**config.mk**
```make
export PLATFORM = sky130hd
export DESIGN_NAME = stcModTop
export DESIGN_NICKNAME = d
export VERILOG_FILES = /design/src/regMapPkg.sv /design/src/dspPkg.sv /design/src/stcModRegs.sv /design/src/pnChannelSource.sv /design/src/channelModel.sv /design/src/dacOutput.sv /design/src/stcModTop.sv
export VERILOG_INCLUDE_DIRS = /design/src
export SDC_FILE = /design/constraint.sdc
export NUM_CORES = 2
export LEC_CHECK = 0
export ABC_CLOCK_PERIOD_IN_PS = 11100
export BUFFER_PORTS_ARGS = -buffer_cell sky130_fd_sc_hd__buf_2
export CAP_MARGIN = 10
export CORE_UTILIZATION = 55
export DETAILED_ROUTE_END_ITERATION = 7
export PLACE_DENSITY_LB_ADDON = 0.15
export SETUP_SLACK_MARGIN = 0.5
export SYNTH_ARGS = -nofsm -noshare
export SYNTH_HDL_FRONTEND = slang
export SYNTH_SLANG_ARGS = --single-unit
```
**constraint.sdc**
```tcl
create_clock -name clk -period 11.1 [get_ports clk]
set_clock_uncertainty 0.1 [all_clocks]
set_input_delay 1.11 -clock clk [delete_from_list [all_inputs] [get_ports clk]]
set_output_delay 1.11 -clock clk [all_outputs]
set_load 0.02 [all_outputs]
```
**src/stcMod_defs.svh**
```systemverilog
`ifndef STCMOD_DEFS_SVH
`define STCMOD_DEFS_SVH

//**************************************************************************
//                          Datapath widths
//**************************************************************************

// Samples and channel gains share one width
`define SAMPLE_WIDTH        18
`define DAC_WIDTH           14

//**************************************************************************
//                          Register bus
//**************************************************************************

`define DATA_WIDTH          32
// Word address of 16 slots with 8 mapped
`define ADDR_WIDTH          4

//**************************************************************************
//                          PN generator and symbols
//**************************************************************************

// Longest supported shift register
`define PN_MAX_LEN          24

// Full scale minus one LSB
`define SYMBOL_AMPLITUDE    131071

// LFSR state after reset and never the all-zero lockup
`define PN_SEED             24'hFF_FFFF

`endif

```
**src/regMapPkg.sv**
```systemverilog
`include "stcMod_defs.svh"

package regMapPkg;

    // Word addresses of the control registers
    typedef enum logic [`ADDR_WIDTH-1:0] {
        REG_PN_TAPS    = 4'd0,
        REG_PN_LENGTH  = 4'd1,
        REG_H0_REAL    = 4'd2,
        REG_H0_IMAG    = 4'd3,
        REG_H1_REAL    = 4'd4,
        REG_H1_IMAG    = 4'd5,
        REG_DAC_SOURCE = 4'd6,      // DAC 0 in 3:0, DAC 1 in 7:4
        REG_TX_ENABLE  = 4'd7       // Bit 0 only
    } regAddr_t;

    // What each DAC shows
    typedef enum logic [3:0] {
        SRC_CH0_I = 4'd0,
        SRC_CH0_Q = 4'd1,
        SRC_CH1_I = 4'd2,
        SRC_CH1_Q = 4'd3,
        SRC_TX_I  = 4'd4,
        SRC_TX_Q  = 4'd5,
        SRC_POLY  = 4'd6            // Raw channel bit
    } dacSource_t;

endpackage

```
**src/dspPkg.sv**
```systemverilog
`include "stcMod_defs.svh"

package dspPkg;

    //**********************************************************************
    //                     Sample and word types
    //**********************************************************************

    // Two's complement sample with full scale at +/- 2^17
    typedef logic signed [`SAMPLE_WIDTH-1:0] sample_t;

    // Complex channel gain component in sample format
    typedef logic signed [`SAMPLE_WIDTH-1:0] coef_t;

    // Offset binary DAC code with zero at mid-scale
    typedef logic [`DAC_WIDTH-1:0] dacWord_t;

endpackage

```
**src/stcModRegs.sv**
```systemverilog
`timescale 1ns/1ps
`include "stcMod_defs.svh"

module stcModRegs (
    input  logic                    clk,
    input  logic                    reset,
    input  logic                    wr,
    input  regMapPkg::regAddr_t     addr,
    input  logic [`DATA_WIDTH-1:0]  writeData,
    output logic [`DATA_WIDTH-1:0]  readData,
    output logic [`PN_MAX_LEN-1:0]  pnPolyTaps,
    output logic [4:0]              pnPolyLength,
    output dspPkg::coef_t           h0Real,
    output dspPkg::coef_t           h0Imag,
    output dspPkg::coef_t           h1Real,
    output dspPkg::coef_t           h1Imag,
    output regMapPkg::dacSource_t   dac0Source,
    output regMapPkg::dacSource_t   dac1Source,
    output logic                    txEnable
);

    import regMapPkg::*;

    logic       txEnableReq;        // Requested level, as written
    logic [1:0] txEnableSR;

    //**********************************************************************
    //                          Register writes
    //**********************************************************************
    always_ff @(posedge clk) begin
        if (reset) begin
            pnPolyTaps   <= '0;
            pnPolyLength <= '0;
            h0Real       <= '0;
            h0Imag       <= '0;
            h1Real       <= '0;
            h1Imag       <= '0;
            dac0Source   <= SRC_CH0_I;
            dac1Source   <= SRC_CH0_I;
            txEnableReq  <= 1'b0;
        end
        else if (wr) begin
            case (addr)
                REG_PN_TAPS:    pnPolyTaps   <= writeData[`PN_MAX_LEN-1:0];
                REG_PN_LENGTH:  pnPolyLength <= writeData[4:0];
                REG_H0_REAL:    h0Real       <= writeData[`SAMPLE_WIDTH-1:0];
                REG_H0_IMAG:    h0Imag       <= writeData[`SAMPLE_WIDTH-1:0];
                REG_H1_REAL:    h1Real       <= writeData[`SAMPLE_WIDTH-1:0];
                REG_H1_IMAG:    h1Imag       <= writeData[`SAMPLE_WIDTH-1:0];
                REG_DAC_SOURCE: begin
                    dac0Source <= dacSource_t'(writeData[3:0]);
                    dac1Source <= dacSource_t'(writeData[7:4]);
                end
                REG_TX_ENABLE:  txEnableReq  <= writeData[0];
                default: ;                  // Write to unmapped address ignored
            endcase
        end
    end

    // Readback with upper bits zero
    always_comb begin
        readData = '0;
        case (addr)
            REG_PN_TAPS:    readData[`PN_MAX_LEN-1:0]   = pnPolyTaps;
            REG_PN_LENGTH:  readData[4:0]               = pnPolyLength;
            REG_H0_REAL:    readData[`SAMPLE_WIDTH-1:0] = h0Real;
            REG_H0_IMAG:    readData[`SAMPLE_WIDTH-1:0] = h0Imag;
            REG_H1_REAL:    readData[`SAMPLE_WIDTH-1:0] = h1Real;
            REG_H1_IMAG:    readData[`SAMPLE_WIDTH-1:0] = h1Imag;
            REG_DAC_SOURCE: readData[7:0]               = {dac1Source, dac0Source};
            REG_TX_ENABLE:  readData[0]                 = txEnableReq;
            default: ;
        endcase
    end

    //**********************************************************************
    //                     Transmit enable synchronizer
    //**********************************************************************
    // Both flops must agree before transmit starts
    always_ff @(posedge clk) begin
        if (reset) begin
            txEnableSR <= 2'b00;
            txEnable   <= 1'b0;
        end
        else begin
            txEnableSR <= {txEnableSR[0], txEnableReq};
            txEnable   <= txEnableSR[1] && txEnableSR[0];
        end
    end

endmodule

```
**src/pnChannelSource.sv**
```systemverilog
`timescale 1ns/1ps
`include "stcMod_defs.svh"

module pnChannelSource (
    input  logic                    clk,
    input  logic                    reset,
    input  logic                    txEnable,
    input  logic [`PN_MAX_LEN-1:0]  pnPolyTaps,
    input  logic [4:0]              pnPolyLength,
    output logic                    stcBit0,
    output logic                    stcBit1
);

    logic [`PN_MAX_LEN-1:0] pnState;    // Bit 0 newest, bit lastIdx oldest
    logic [`PN_MAX_LEN-1:0] lenMask;
    logic [4:0]             lastIdx;
    logic                   feedback;
    logic                   pnBit;
    logic                   pairPhase;  // High once the channel 0 bit is held
    logic                   heldBit0;

    //**********************************************************************
    //                          PN generator
    //**********************************************************************

    // Clamp the programmed length to 1..PN_MAX_LEN
    always_comb begin
        if (pnPolyLength == 5'd0) begin
            lastIdx = 5'd0;
        end
        else if (pnPolyLength > `PN_MAX_LEN) begin
            lastIdx = 5'(`PN_MAX_LEN - 1);
        end
        else begin
            lastIdx = pnPolyLength - 5'd1;
        end
        for (int i = 0; i < `PN_MAX_LEN; i++) begin
            lenMask[i] = (i <= lastIdx);
        end
    end

    // Tap i picks the bit i+1 steps older than the one entering
    assign feedback = ^(pnPolyTaps & pnState & lenMask);
    assign pnBit    = pnState[lastIdx];

    always_ff @(posedge clk) begin
        if (reset) begin
            pnState <= `PN_SEED;
        end
        else if (txEnable) begin
            pnState <= {pnState[`PN_MAX_LEN-2:0], feedback};
        end
    end

    //**********************************************************************
    //                          Channel splitter
    //**********************************************************************
    always_ff @(posedge clk) begin
        if (reset) begin
            pairPhase <= 1'b0;
            stcBit0   <= 1'b0;
            stcBit1   <= 1'b0;
        end
        else if (txEnable) begin
            pairPhase <= ~pairPhase;
            if (pairPhase) begin            // Pair complete and presented together
                stcBit0 <= heldBit0;
                stcBit1 <= pnBit;
            end
        end
    end

    // Even bit waits here for its partner
    always_ff @(posedge clk) begin
        if (txEnable && !pairPhase) begin
            heldBit0 <= pnBit;
        end
    end

endmodule

```
**src/channelModel.sv**
```systemverilog
`timescale 1ns/1ps
`include "stcMod_defs.svh"

module channelModel (
    input  logic            clk,
    input  logic            reset,
    input  logic            stcBit0,
    input  logic            stcBit1,
    input  dspPkg::coef_t   h0Real,
    input  dspPkg::coef_t   h0Imag,
    input  dspPkg::coef_t   h1Real,
    input  dspPkg::coef_t   h1Imag,
    output dspPkg::sample_t iCh0,
    output dspPkg::sample_t qCh0,
    output dspPkg::sample_t iCh1,
    output dspPkg::sample_t qCh1,
    output dspPkg::sample_t iTx,
    output dspPkg::sample_t qTx
);

    import dspPkg::*;

    localparam sample_t SYM_POS = sample_t'(`SYMBOL_AMPLITUDE);
    localparam sample_t SYM_NEG = sample_t'(-`SYMBOL_AMPLITUDE);

    sample_t sym0;
    sample_t sym1;
    logic    symValid;      // Pipeline filled since reset

    // Full product rescaled back to sample format
    function automatic sample_t scaleSym(sample_t sym, coef_t gain);
        logic signed [2*`SAMPLE_WIDTH-1:0] prod;
        prod = sym * gain;
        return prod[2*`SAMPLE_WIDTH-2 -: `SAMPLE_WIDTH];
    endfunction

    //**********************************************************************
    //                          Antipodal mapper
    //**********************************************************************
    always_ff @(posedge clk) begin
        sym0 <= stcBit0 ? SYM_POS : SYM_NEG;
        sym1 <= stcBit1 ? SYM_POS : SYM_NEG;
    end

    always_ff @(posedge clk) begin
        if (reset) begin
            symValid <= 1'b0;
        end
        else begin
            symValid <= 1'b1;
        end
    end

    //**********************************************************************
    //                     Channel gains and transmit sum
    //**********************************************************************
    // Real symbol, so each product is two real multiplies
    always_ff @(posedge clk) begin
        if (symValid) begin
            iCh0 <= scaleSym(sym0, h0Real);
            qCh0 <= scaleSym(sym0, h0Imag);
            iCh1 <= scaleSym(sym1, h1Real);
            qCh1 <= scaleSym(sym1, h1Imag);
        end
        else begin
            iCh0 <= '0;             // Symbols not yet mapped
            qCh0 <= '0;
            iCh1 <= '0;
            qCh1 <= '0;
        end
    end

    // Wraps on overflow
    always_ff @(posedge clk) begin
        iTx <= iCh0 + iCh1;
        qTx <= qCh0 + qCh1;
    end

endmodule

```
**src/dacOutput.sv**
```systemverilog
`timescale 1ns/1ps
`include "stcMod_defs.svh"

module dacOutput (
    input  logic                    clk,
    input  logic                    reset,
    input  regMapPkg::dacSource_t   dac0Source,
    input  regMapPkg::dacSource_t   dac1Source,
    input  dspPkg::sample_t         iCh0,
    input  dspPkg::sample_t         qCh0,
    input  dspPkg::sample_t         iCh1,
    input  dspPkg::sample_t         qCh1,
    input  dspPkg::sample_t         iTx,
    input  dspPkg::sample_t         qTx,
    input  logic                    stcBit0,
    input  logic                    stcBit1,
    output dspPkg::dacWord_t        dac0Data,
    output dspPkg::dacWord_t        dac1Data
);

    import regMapPkg::*;
    import dspPkg::*;

    localparam dacWord_t MID_SCALE = dacWord_t'(1) << (`DAC_WIDTH - 1);

    sample_t sel0;
    sample_t sel1;

    function automatic sample_t pickSource(dacSource_t src, logic polyBit);
        sample_t pick;
        pick = '0;
        case (src)
            SRC_CH0_Q: pick = qCh0;
            SRC_CH1_I: pick = iCh1;
            SRC_CH1_Q: pick = qCh1;
            SRC_TX_I:  pick = iTx;
            SRC_TX_Q:  pick = qTx;
            SRC_POLY:  pick[`SAMPLE_WIDTH-2] = polyBit;   // Half scale or zero
            default:   pick = iCh0;                       // Also illegal codes
        endcase
        return pick;
    endfunction

    // Sign flipped and low bits dropped
    function automatic dacWord_t offsetBinary(sample_t s);
        return {~s[`SAMPLE_WIDTH-1], s[`SAMPLE_WIDTH-2 -: `DAC_WIDTH-1]};
    endfunction

    //**********************************************************************
    //                     Source select and formatting
    //**********************************************************************
    always_ff @(posedge clk) begin
        if (reset) begin
            sel0     <= '0;
            sel1     <= '0;
            dac0Data <= MID_SCALE;
            dac1Data <= MID_SCALE;
        end
        else begin
            sel0     <= pickSource(dac0Source, stcBit0);
            sel1     <= pickSource(dac1Source, stcBit1);
            dac0Data <= offsetBinary(sel0);
            dac1Data <= offsetBinary(sel1);
        end
    end

endmodule

```
**src/stcModTop.sv**
```systemverilog
`timescale 1ns/1ps
`include "stcMod_defs.svh"

module stcModTop (
    input  logic                    clk,
    input  logic                    reset,
    input  logic                    wr,
    input  regMapPkg::regAddr_t     addr,
    input  logic [`DATA_WIDTH-1:0]  writeData,
    output logic [`DATA_WIDTH-1:0]  readData,
    output dspPkg::dacWord_t        dac0Data,
    output dspPkg::dacWord_t        dac1Data
);

    import regMapPkg::*;
    import dspPkg::*;

    logic [`PN_MAX_LEN-1:0] pnPolyTaps;
    logic [4:0]             pnPolyLength;
    coef_t                  h0Real, h0Imag;
    coef_t                  h1Real, h1Imag;
    dacSource_t             dac0Source, dac1Source;
    logic                   txEnable;
    logic                   stcBit0, stcBit1;
    sample_t                iCh0, qCh0;
    sample_t                iCh1, qCh1;
    sample_t                iTx, qTx;

    //**********************************************************************
    //                     Registers, PN source, channel, DACs
    //**********************************************************************
    stcModRegs i_regs (
        .clk(clk), .reset(reset),
        .wr(wr), .addr(addr), .writeData(writeData), .readData(readData),
        .pnPolyTaps(pnPolyTaps), .pnPolyLength(pnPolyLength),
        .h0Real(h0Real), .h0Imag(h0Imag), .h1Real(h1Real), .h1Imag(h1Imag),
        .dac0Source(dac0Source), .dac1Source(dac1Source),
        .txEnable(txEnable)
    );

    pnChannelSource i_pnSource (
        .clk(clk), .reset(reset), .txEnable(txEnable),
        .pnPolyTaps(pnPolyTaps), .pnPolyLength(pnPolyLength),
        .stcBit0(stcBit0), .stcBit1(stcBit1)
    );

    channelModel i_channel (
        .clk(clk), .reset(reset), .stcBit0(stcBit0), .stcBit1(stcBit1),
        .h0Real(h0Real), .h0Imag(h0Imag), .h1Real(h1Real), .h1Imag(h1Imag),
        .iCh0(iCh0), .qCh0(qCh0), .iCh1(iCh1), .qCh1(qCh1), .iTx(iTx), .qTx(qTx)
    );

    dacOutput i_dac (
        .clk(clk), .reset(reset), .dac0Source(dac0Source), .dac1Source(dac1Source),
        .iCh0(iCh0), .qCh0(qCh0), .iCh1(iCh1), .qCh1(qCh1), .iTx(iTx), .qTx(qTx),
        .stcBit0(stcBit0), .stcBit1(stcBit1),
        .dac0Data(dac0Data), .dac1Data(dac1Data)
    );

endmodule

```
# Word-level counts from Yosys, hierarchy flattened
# Index checks and enable logic that the tools add are counted.
# totals
register_bits,350
input_bits,39
out_inout_bits,60
word_cells,118
# op_classes
add_sub_neg,3
n_mul,4
n_lt_le_gt_ge,25
eq_ne,19
mux,18
bitwise_logic,5
n_reduce_logical,15
# op_table
operator,count
16-bit one-hot mux with 6 select lines,2
18-bit by 18-bit multiplier with 35-bit output,4
10-bit one-hot mux with 5 select lines,1
24-bit AND,2
"4-bit by 3-bit equality test with 1-bit output, second input constant",10
"4-bit by 5-bit <= comparator with 1-bit output, first input constant",8
"5-bit <= comparator, first input constant",8
18-bit adder,2
18-bit 2-to-1 mux,2
4-bit one-hot mux with 7 select lines,1
"4-bit by 2-bit equality test with 1-bit output, second input constant",6
1-bit one-hot mux with 6 select lines,4
24-bit parity,1
"3-bit by 5-bit <= comparator with 1-bit output, first input constant",4
3-bit one-hot mux with 6 select lines,1
2-bit AND reduction,9
"4-bit by 1-bit equality test with 1-bit output, second input constant",3
"2-bit by 5-bit <= comparator with 1-bit output, first input constant",2
5-bit 2-to-1 mux,2
1-bit one-hot mux with 8 select lines,1
"5-bit by 6-bit < comparator with 1-bit output, second input constant",1
6-bit 2-to-1 mux,1
1-bit binary-select mux with 5-bit select,1
"5-bit greater-than comparator, second input constant",1
other kinds (8),12

# Logic depth before layout (Yosys ltp)
# logic_depth
word_depth,6
ltp_mapped,29
depth_no_buf,27

# Cells and area by module
# Synthesis repeated with hierarchy kept, for this count alone.
# unflattened
cells_unflattened,4609
hier_area_um2,42793.5
# by_module_without_submodules
mod,n_inst,cells_each,area_each_um2,seq_area_each_um2
channelModel,1,3317,32038.2,2262.2
stcModRegs,1,618,4936.0,2262.2
dacOutput,1,398,3559.7,1121.1
pnChannelSource,1,276,2259.7,570.5

# Worst setup path before layout
# No wires, ideal clock.
# synth_timing
path_kind,register -> register
from,reg i_channel.sym0[16]
to,reg i_channel.iCh0[14]
arrival_ps,7069
required_time_ps,10885
slack_ps,3816
path_stages_with_launch,29
n_path_buf,3
path_cell_list,dfxtp_1 clkbuf_1 clkbuf_1 clkbuf_1 nand2_1 inv_1 fa_1 xor2_1 xor2_1 inv_1 fa_1 fa_1 inv_1 fa_1 inv_1 fa_1 inv_1 ha_1 a21o_1 a21o_1 a21o_1 a21o_1 a21oi_1 o32ai_1 o21a_1 o41ai_1 o21bai_1 xor2_1 and2_1
# synth_between
elab_chain_cells,1
# synth_lines
item,line_no,source
"start, declared",channelModel.sv:26,sample_t sym0;
"start signal, assigned",channelModel.sv:41,sym0 <= stcBit0 ? SYM_POS : SYM_NEG;
18-bit by 18-bit multiplier with 35-bit output,channelModel.sv:33,prod = sym * gain;
"end signal, assigned",channelModel.sv:60,"iCh0 <= scaleSym(sym0, h0Real);"
"end, declared",channelModel.sv:13,"output dspPkg::sample_t iCh0,"
# No other way between the ends.
# A chain may end at the register's enable or synchronous reset.

# Worst setup path after layout
# layout_timing
from,reg i_channel.sym1[16]
to,reg i_channel.qCh1[15]
# layout_between
elab_chain_cells,1
# layout_lines
item,line_no,source
"start, declared",channelModel.sv:27,sample_t sym1;
"start signal, assigned",channelModel.sv:42,sym1 <= stcBit1 ? SYM_POS : SYM_NEG;
18-bit by 18-bit multiplier with 35-bit output,channelModel.sv:33,
"end signal, assigned",channelModel.sv:63,"qCh1 <= scaleSym(sym1, h1Imag);"
"end, declared",channelModel.sv:16,"output dspPkg::sample_t qCh1,"
# No other way between the ends.

==> metrics.txt <==
num rows 99; Gates resized, CTS repair 0; global-route wire length before repair around 160000 um; final hold violations 0; worst min-delay path class reg -> reg; worst-case clock buffer depth 3; RD Place Congestion 0.933; Final period util between 70% and 80%; Synth-to-Final Area Change 6.15%; Startpoint Class flop; Initial Util 55.7%; cell with the most instances after synthesis inv_1; Clock Sinks 302; Synth Instances 4396; clock power share between 40% and 50%; CP endpoint kind flop; Worst Path Required 11.44 ns; Core ar. 73200 um2; total CTS buffers 35; initial antenna violation count 4; fin crit period 8.69 ns; DR vias 29139; Leak 0.0239 uW; post-synth cell types slightly below 90; Syn Area/Cell 9.28 um2; DRT iter0 DRCs 2205; Least-Margin Pin Slew around 1.1 ns; vias in the first global route 30247; Routed wire per std cell 18.7 um; Worst Hold Depth 1; Post-Syn Area 40800 um2; Place WS 2.67 ns; Initial DRT Pass Iterations 8; wirelength, routed between 100000 and 150000 um; Pins Over Slew Limit 0; failing checks design-rule violations; Die Wd 274 um; setup repair bufs after CTS 0; worst vdd ir 81.1 uV; clk_lat worst skew ~0.55 ns; post-synth top area share about a third; H-tree levels 2; setup slack after layout 2.41 ns; ys async rst share 0%; IO Port Bufs 82; NetSw 855 uW; Synth Register Bits a little over 300; DIE AREA 75300 um2; Die Y ~270 um; Power Total 2920 uW; status complete, but fails checks; hold buffer count at cts 0; PwrDens between 60 and 70 nW/um2; placed cell area 42100 um2; fmax about 120 MHz; post-synthesis sequential area ratio 14.8%; Ports 99; Via density 5.39; CP Max Fanout 29; post-route setup TNS 0 ns; Synth area leaders fa_1 (34%), dfxtp_1 (15%), ha_1 (14%); sw frac between 20 and 30%; clock-pin slew on the worst setup and hold paths approximately 0.06 ns; Total Routing Usage GR between 20% and 30%; Final Instance Area 43300 um2; relative slew slack 25.6%; Worst Path Arrival 9.03 ns; Root Buffer clkbuf_16; DR DRC count 10; GRT overflow 0; Synth area leader fa_1; RSZ-0062 raised after global routing false; layout cells sized above 1 4.88%; Synth Warn # 0; Final #Nets 5586; synth cell count leaders inv_1 (1014), fa_1 (686), ha_1 (445); HPWL Detailed 84800 um; internal power just over 2000 uW; pin count of the biggest net entering global routing between 90 and 100; maxcap violations 0; Worst R2R Path Depth 25; combinational power share 17.1%; CTS tree yes; antenna viol nets, final 0; Synth Flop Type dfxtp_1; number of synthesized flops with an enable pin 1; critical path class reg -> reg; Flop pwr share between 40 and 50%; Final Setup Violations 0
[through the flow]
stage | hold WS, ns | instances | utilization [%]
5_1_grt | 0.299 | 5402 | 59.1
6_report | 0.280 | 5403 | 59.1
2_1_floorplan | 0.252 | 4403 | -
3_5_place_dp | 0.262 | 5338 | 57.5
4_1_cts | 0.282 | 5402 | 59.1
3_3_place_gp | 0.263 | 5338 | 57.5
[power by group through the flow]
| stage | sequential (uW) | combinational (uW) | clock (uW) |
|---|---|---|---|
| finish | 1210 | 500 | 1210 |
| CTS | 1210 | 501 | 1230 |
| detailed placement | 1230 | 496 | 0 |
| global placement | 1230 | 489 | 0 |
| global route | 1210 | 570 | 1270 |
| floorplan | 1200 | 371 | 0 |
[critical path: stages (launching register included)]
cell      delay [ns]
dfxtp_1         0.87
buf_4           0.40
nand2_1         0.14
inv_1           0.16
fa_1            0.55
xor2_1          0.25
xor2_1          0.71
inv_1           0.15
fa_1            0.51
inv_1           0.14
fa_1            0.45
fa_1            0.54
inv_1           0.05
fa_1            0.47
inv_1           0.04
ha_1            0.33
a21oi_1         0.32
a41oi_1         0.16
a31oi_1         0.42
a21oi_1         0.27
a211oi_1        0.62
o21ai_0         0.28
o21ai_0         0.25
nand2b_1        0.10
xor2_1          0.14
and2_1          0.15
[cells in the final DEF (no fill, tap or decap), types with 6 or more instances in the layout]
cell type / count
dfxtp_1: 301
nor2_1: 131
a211oi_1: 13
fa_1: 686
and3_1: 19
a31oi_1: 42
o21a_1: 11
a221oi_1: 7
a31o_2: 11
buf_4: 25
inv_1: 1014
xnor2_1: 178
xor2_1: 81
a22oi_1: 66
clkinv_2: 6
mux2_2: 15
nor3b_1: 6
o21ai_0: 53
nor3_1: 32
nand3_1: 48
mux2i_1: 37
a222oi_1: 23
conb_1: 8
nand3b_1: 8
nand4_1: 8
and2_1: 73
nor2b_1: 62
buf_2: 81
nand2b_1: 26
ha_1: 445
o211ai_1: 11
clkbuf_1: 7
a21oi_1: 211
nand2_1: 436
o21bai_1: 10
a21o_1: 101
clkbuf_16: 36
[worst paths after layout]
| check | start | end | slack (ns) |
|---|---|---|---|
| max | i_channel.sym1[16]$_DFF_P_ | i_channel.qCh1[15]$_SDFF_PN0_ | 2.41 |
| max reg2reg | i_channel.sym1[16]$_DFF_P_ | i_channel.qCh1[15]$_SDFF_PN0_ | 2.41 |
| min reg2reg | i_dac.sel0[17]$_SDFF_PP0_ | i_dac.dac0Data[13]$_SDFF_PP1_ | 0.28 |
| min | i_dac.sel0[17]$_SDFF_PP0_ | i_dac.dac0Data[13]$_SDFF_PP1_ | 0.28 |
[kinds of logic (layout without fill, tap and decap cells)]
group,count (synthesis),count (layout),share of synthesized area [%]
mux,54,54,1.43
simple gates,879,879,9.90
other cells,1,9,0.00919
flops,302,302,14.8
buf+inv,1151,1191,10.7
fa+ha+maj,1133,1133,47.4
compound gates,614,614,9.96
xor+xnor,262,262,5.73
[flip-flops by register name (all words and copies together), names as in the netlist, 18 cells and up]
register / flops
i_channel.iCh0: 18
i_channel.iCh1: 18
i_channel.qCh0: 18
i_channel.qCh1: 18
i_pnSource.pnState: 24
i_regs.h0Imag: 18
i_regs.h0Real: 18
i_regs.h1Imag: 18
i_regs.h1Real: 18
i_regs.pnPolyTaps: 24
[cell type report]
type | instances | area, um2
Clock inverter | 17 | 220
Fill cell | 6526 | 29900
Multi-Input combinational cell | 2950 | 30400
Inverter | 1020 | 3830
Timing Repair Buffer | 107 | 604
Sequential cell | 302 | 6060
Tap cell | 959 | 1200
Clock buffer | 47 | 982
Antenna cell | 1 | 2.50
[per-layer routing]
layer,global-route usage [%],vias to the layer above,share of wire (%)
li1,-,13791,-
met1,38.7,14406,44
met2,47.5,777,47
met3,2.40,165,5.4
met4,8.73,0,3.3
met5,0,-,0
Power figures use the tool's default switching activity.
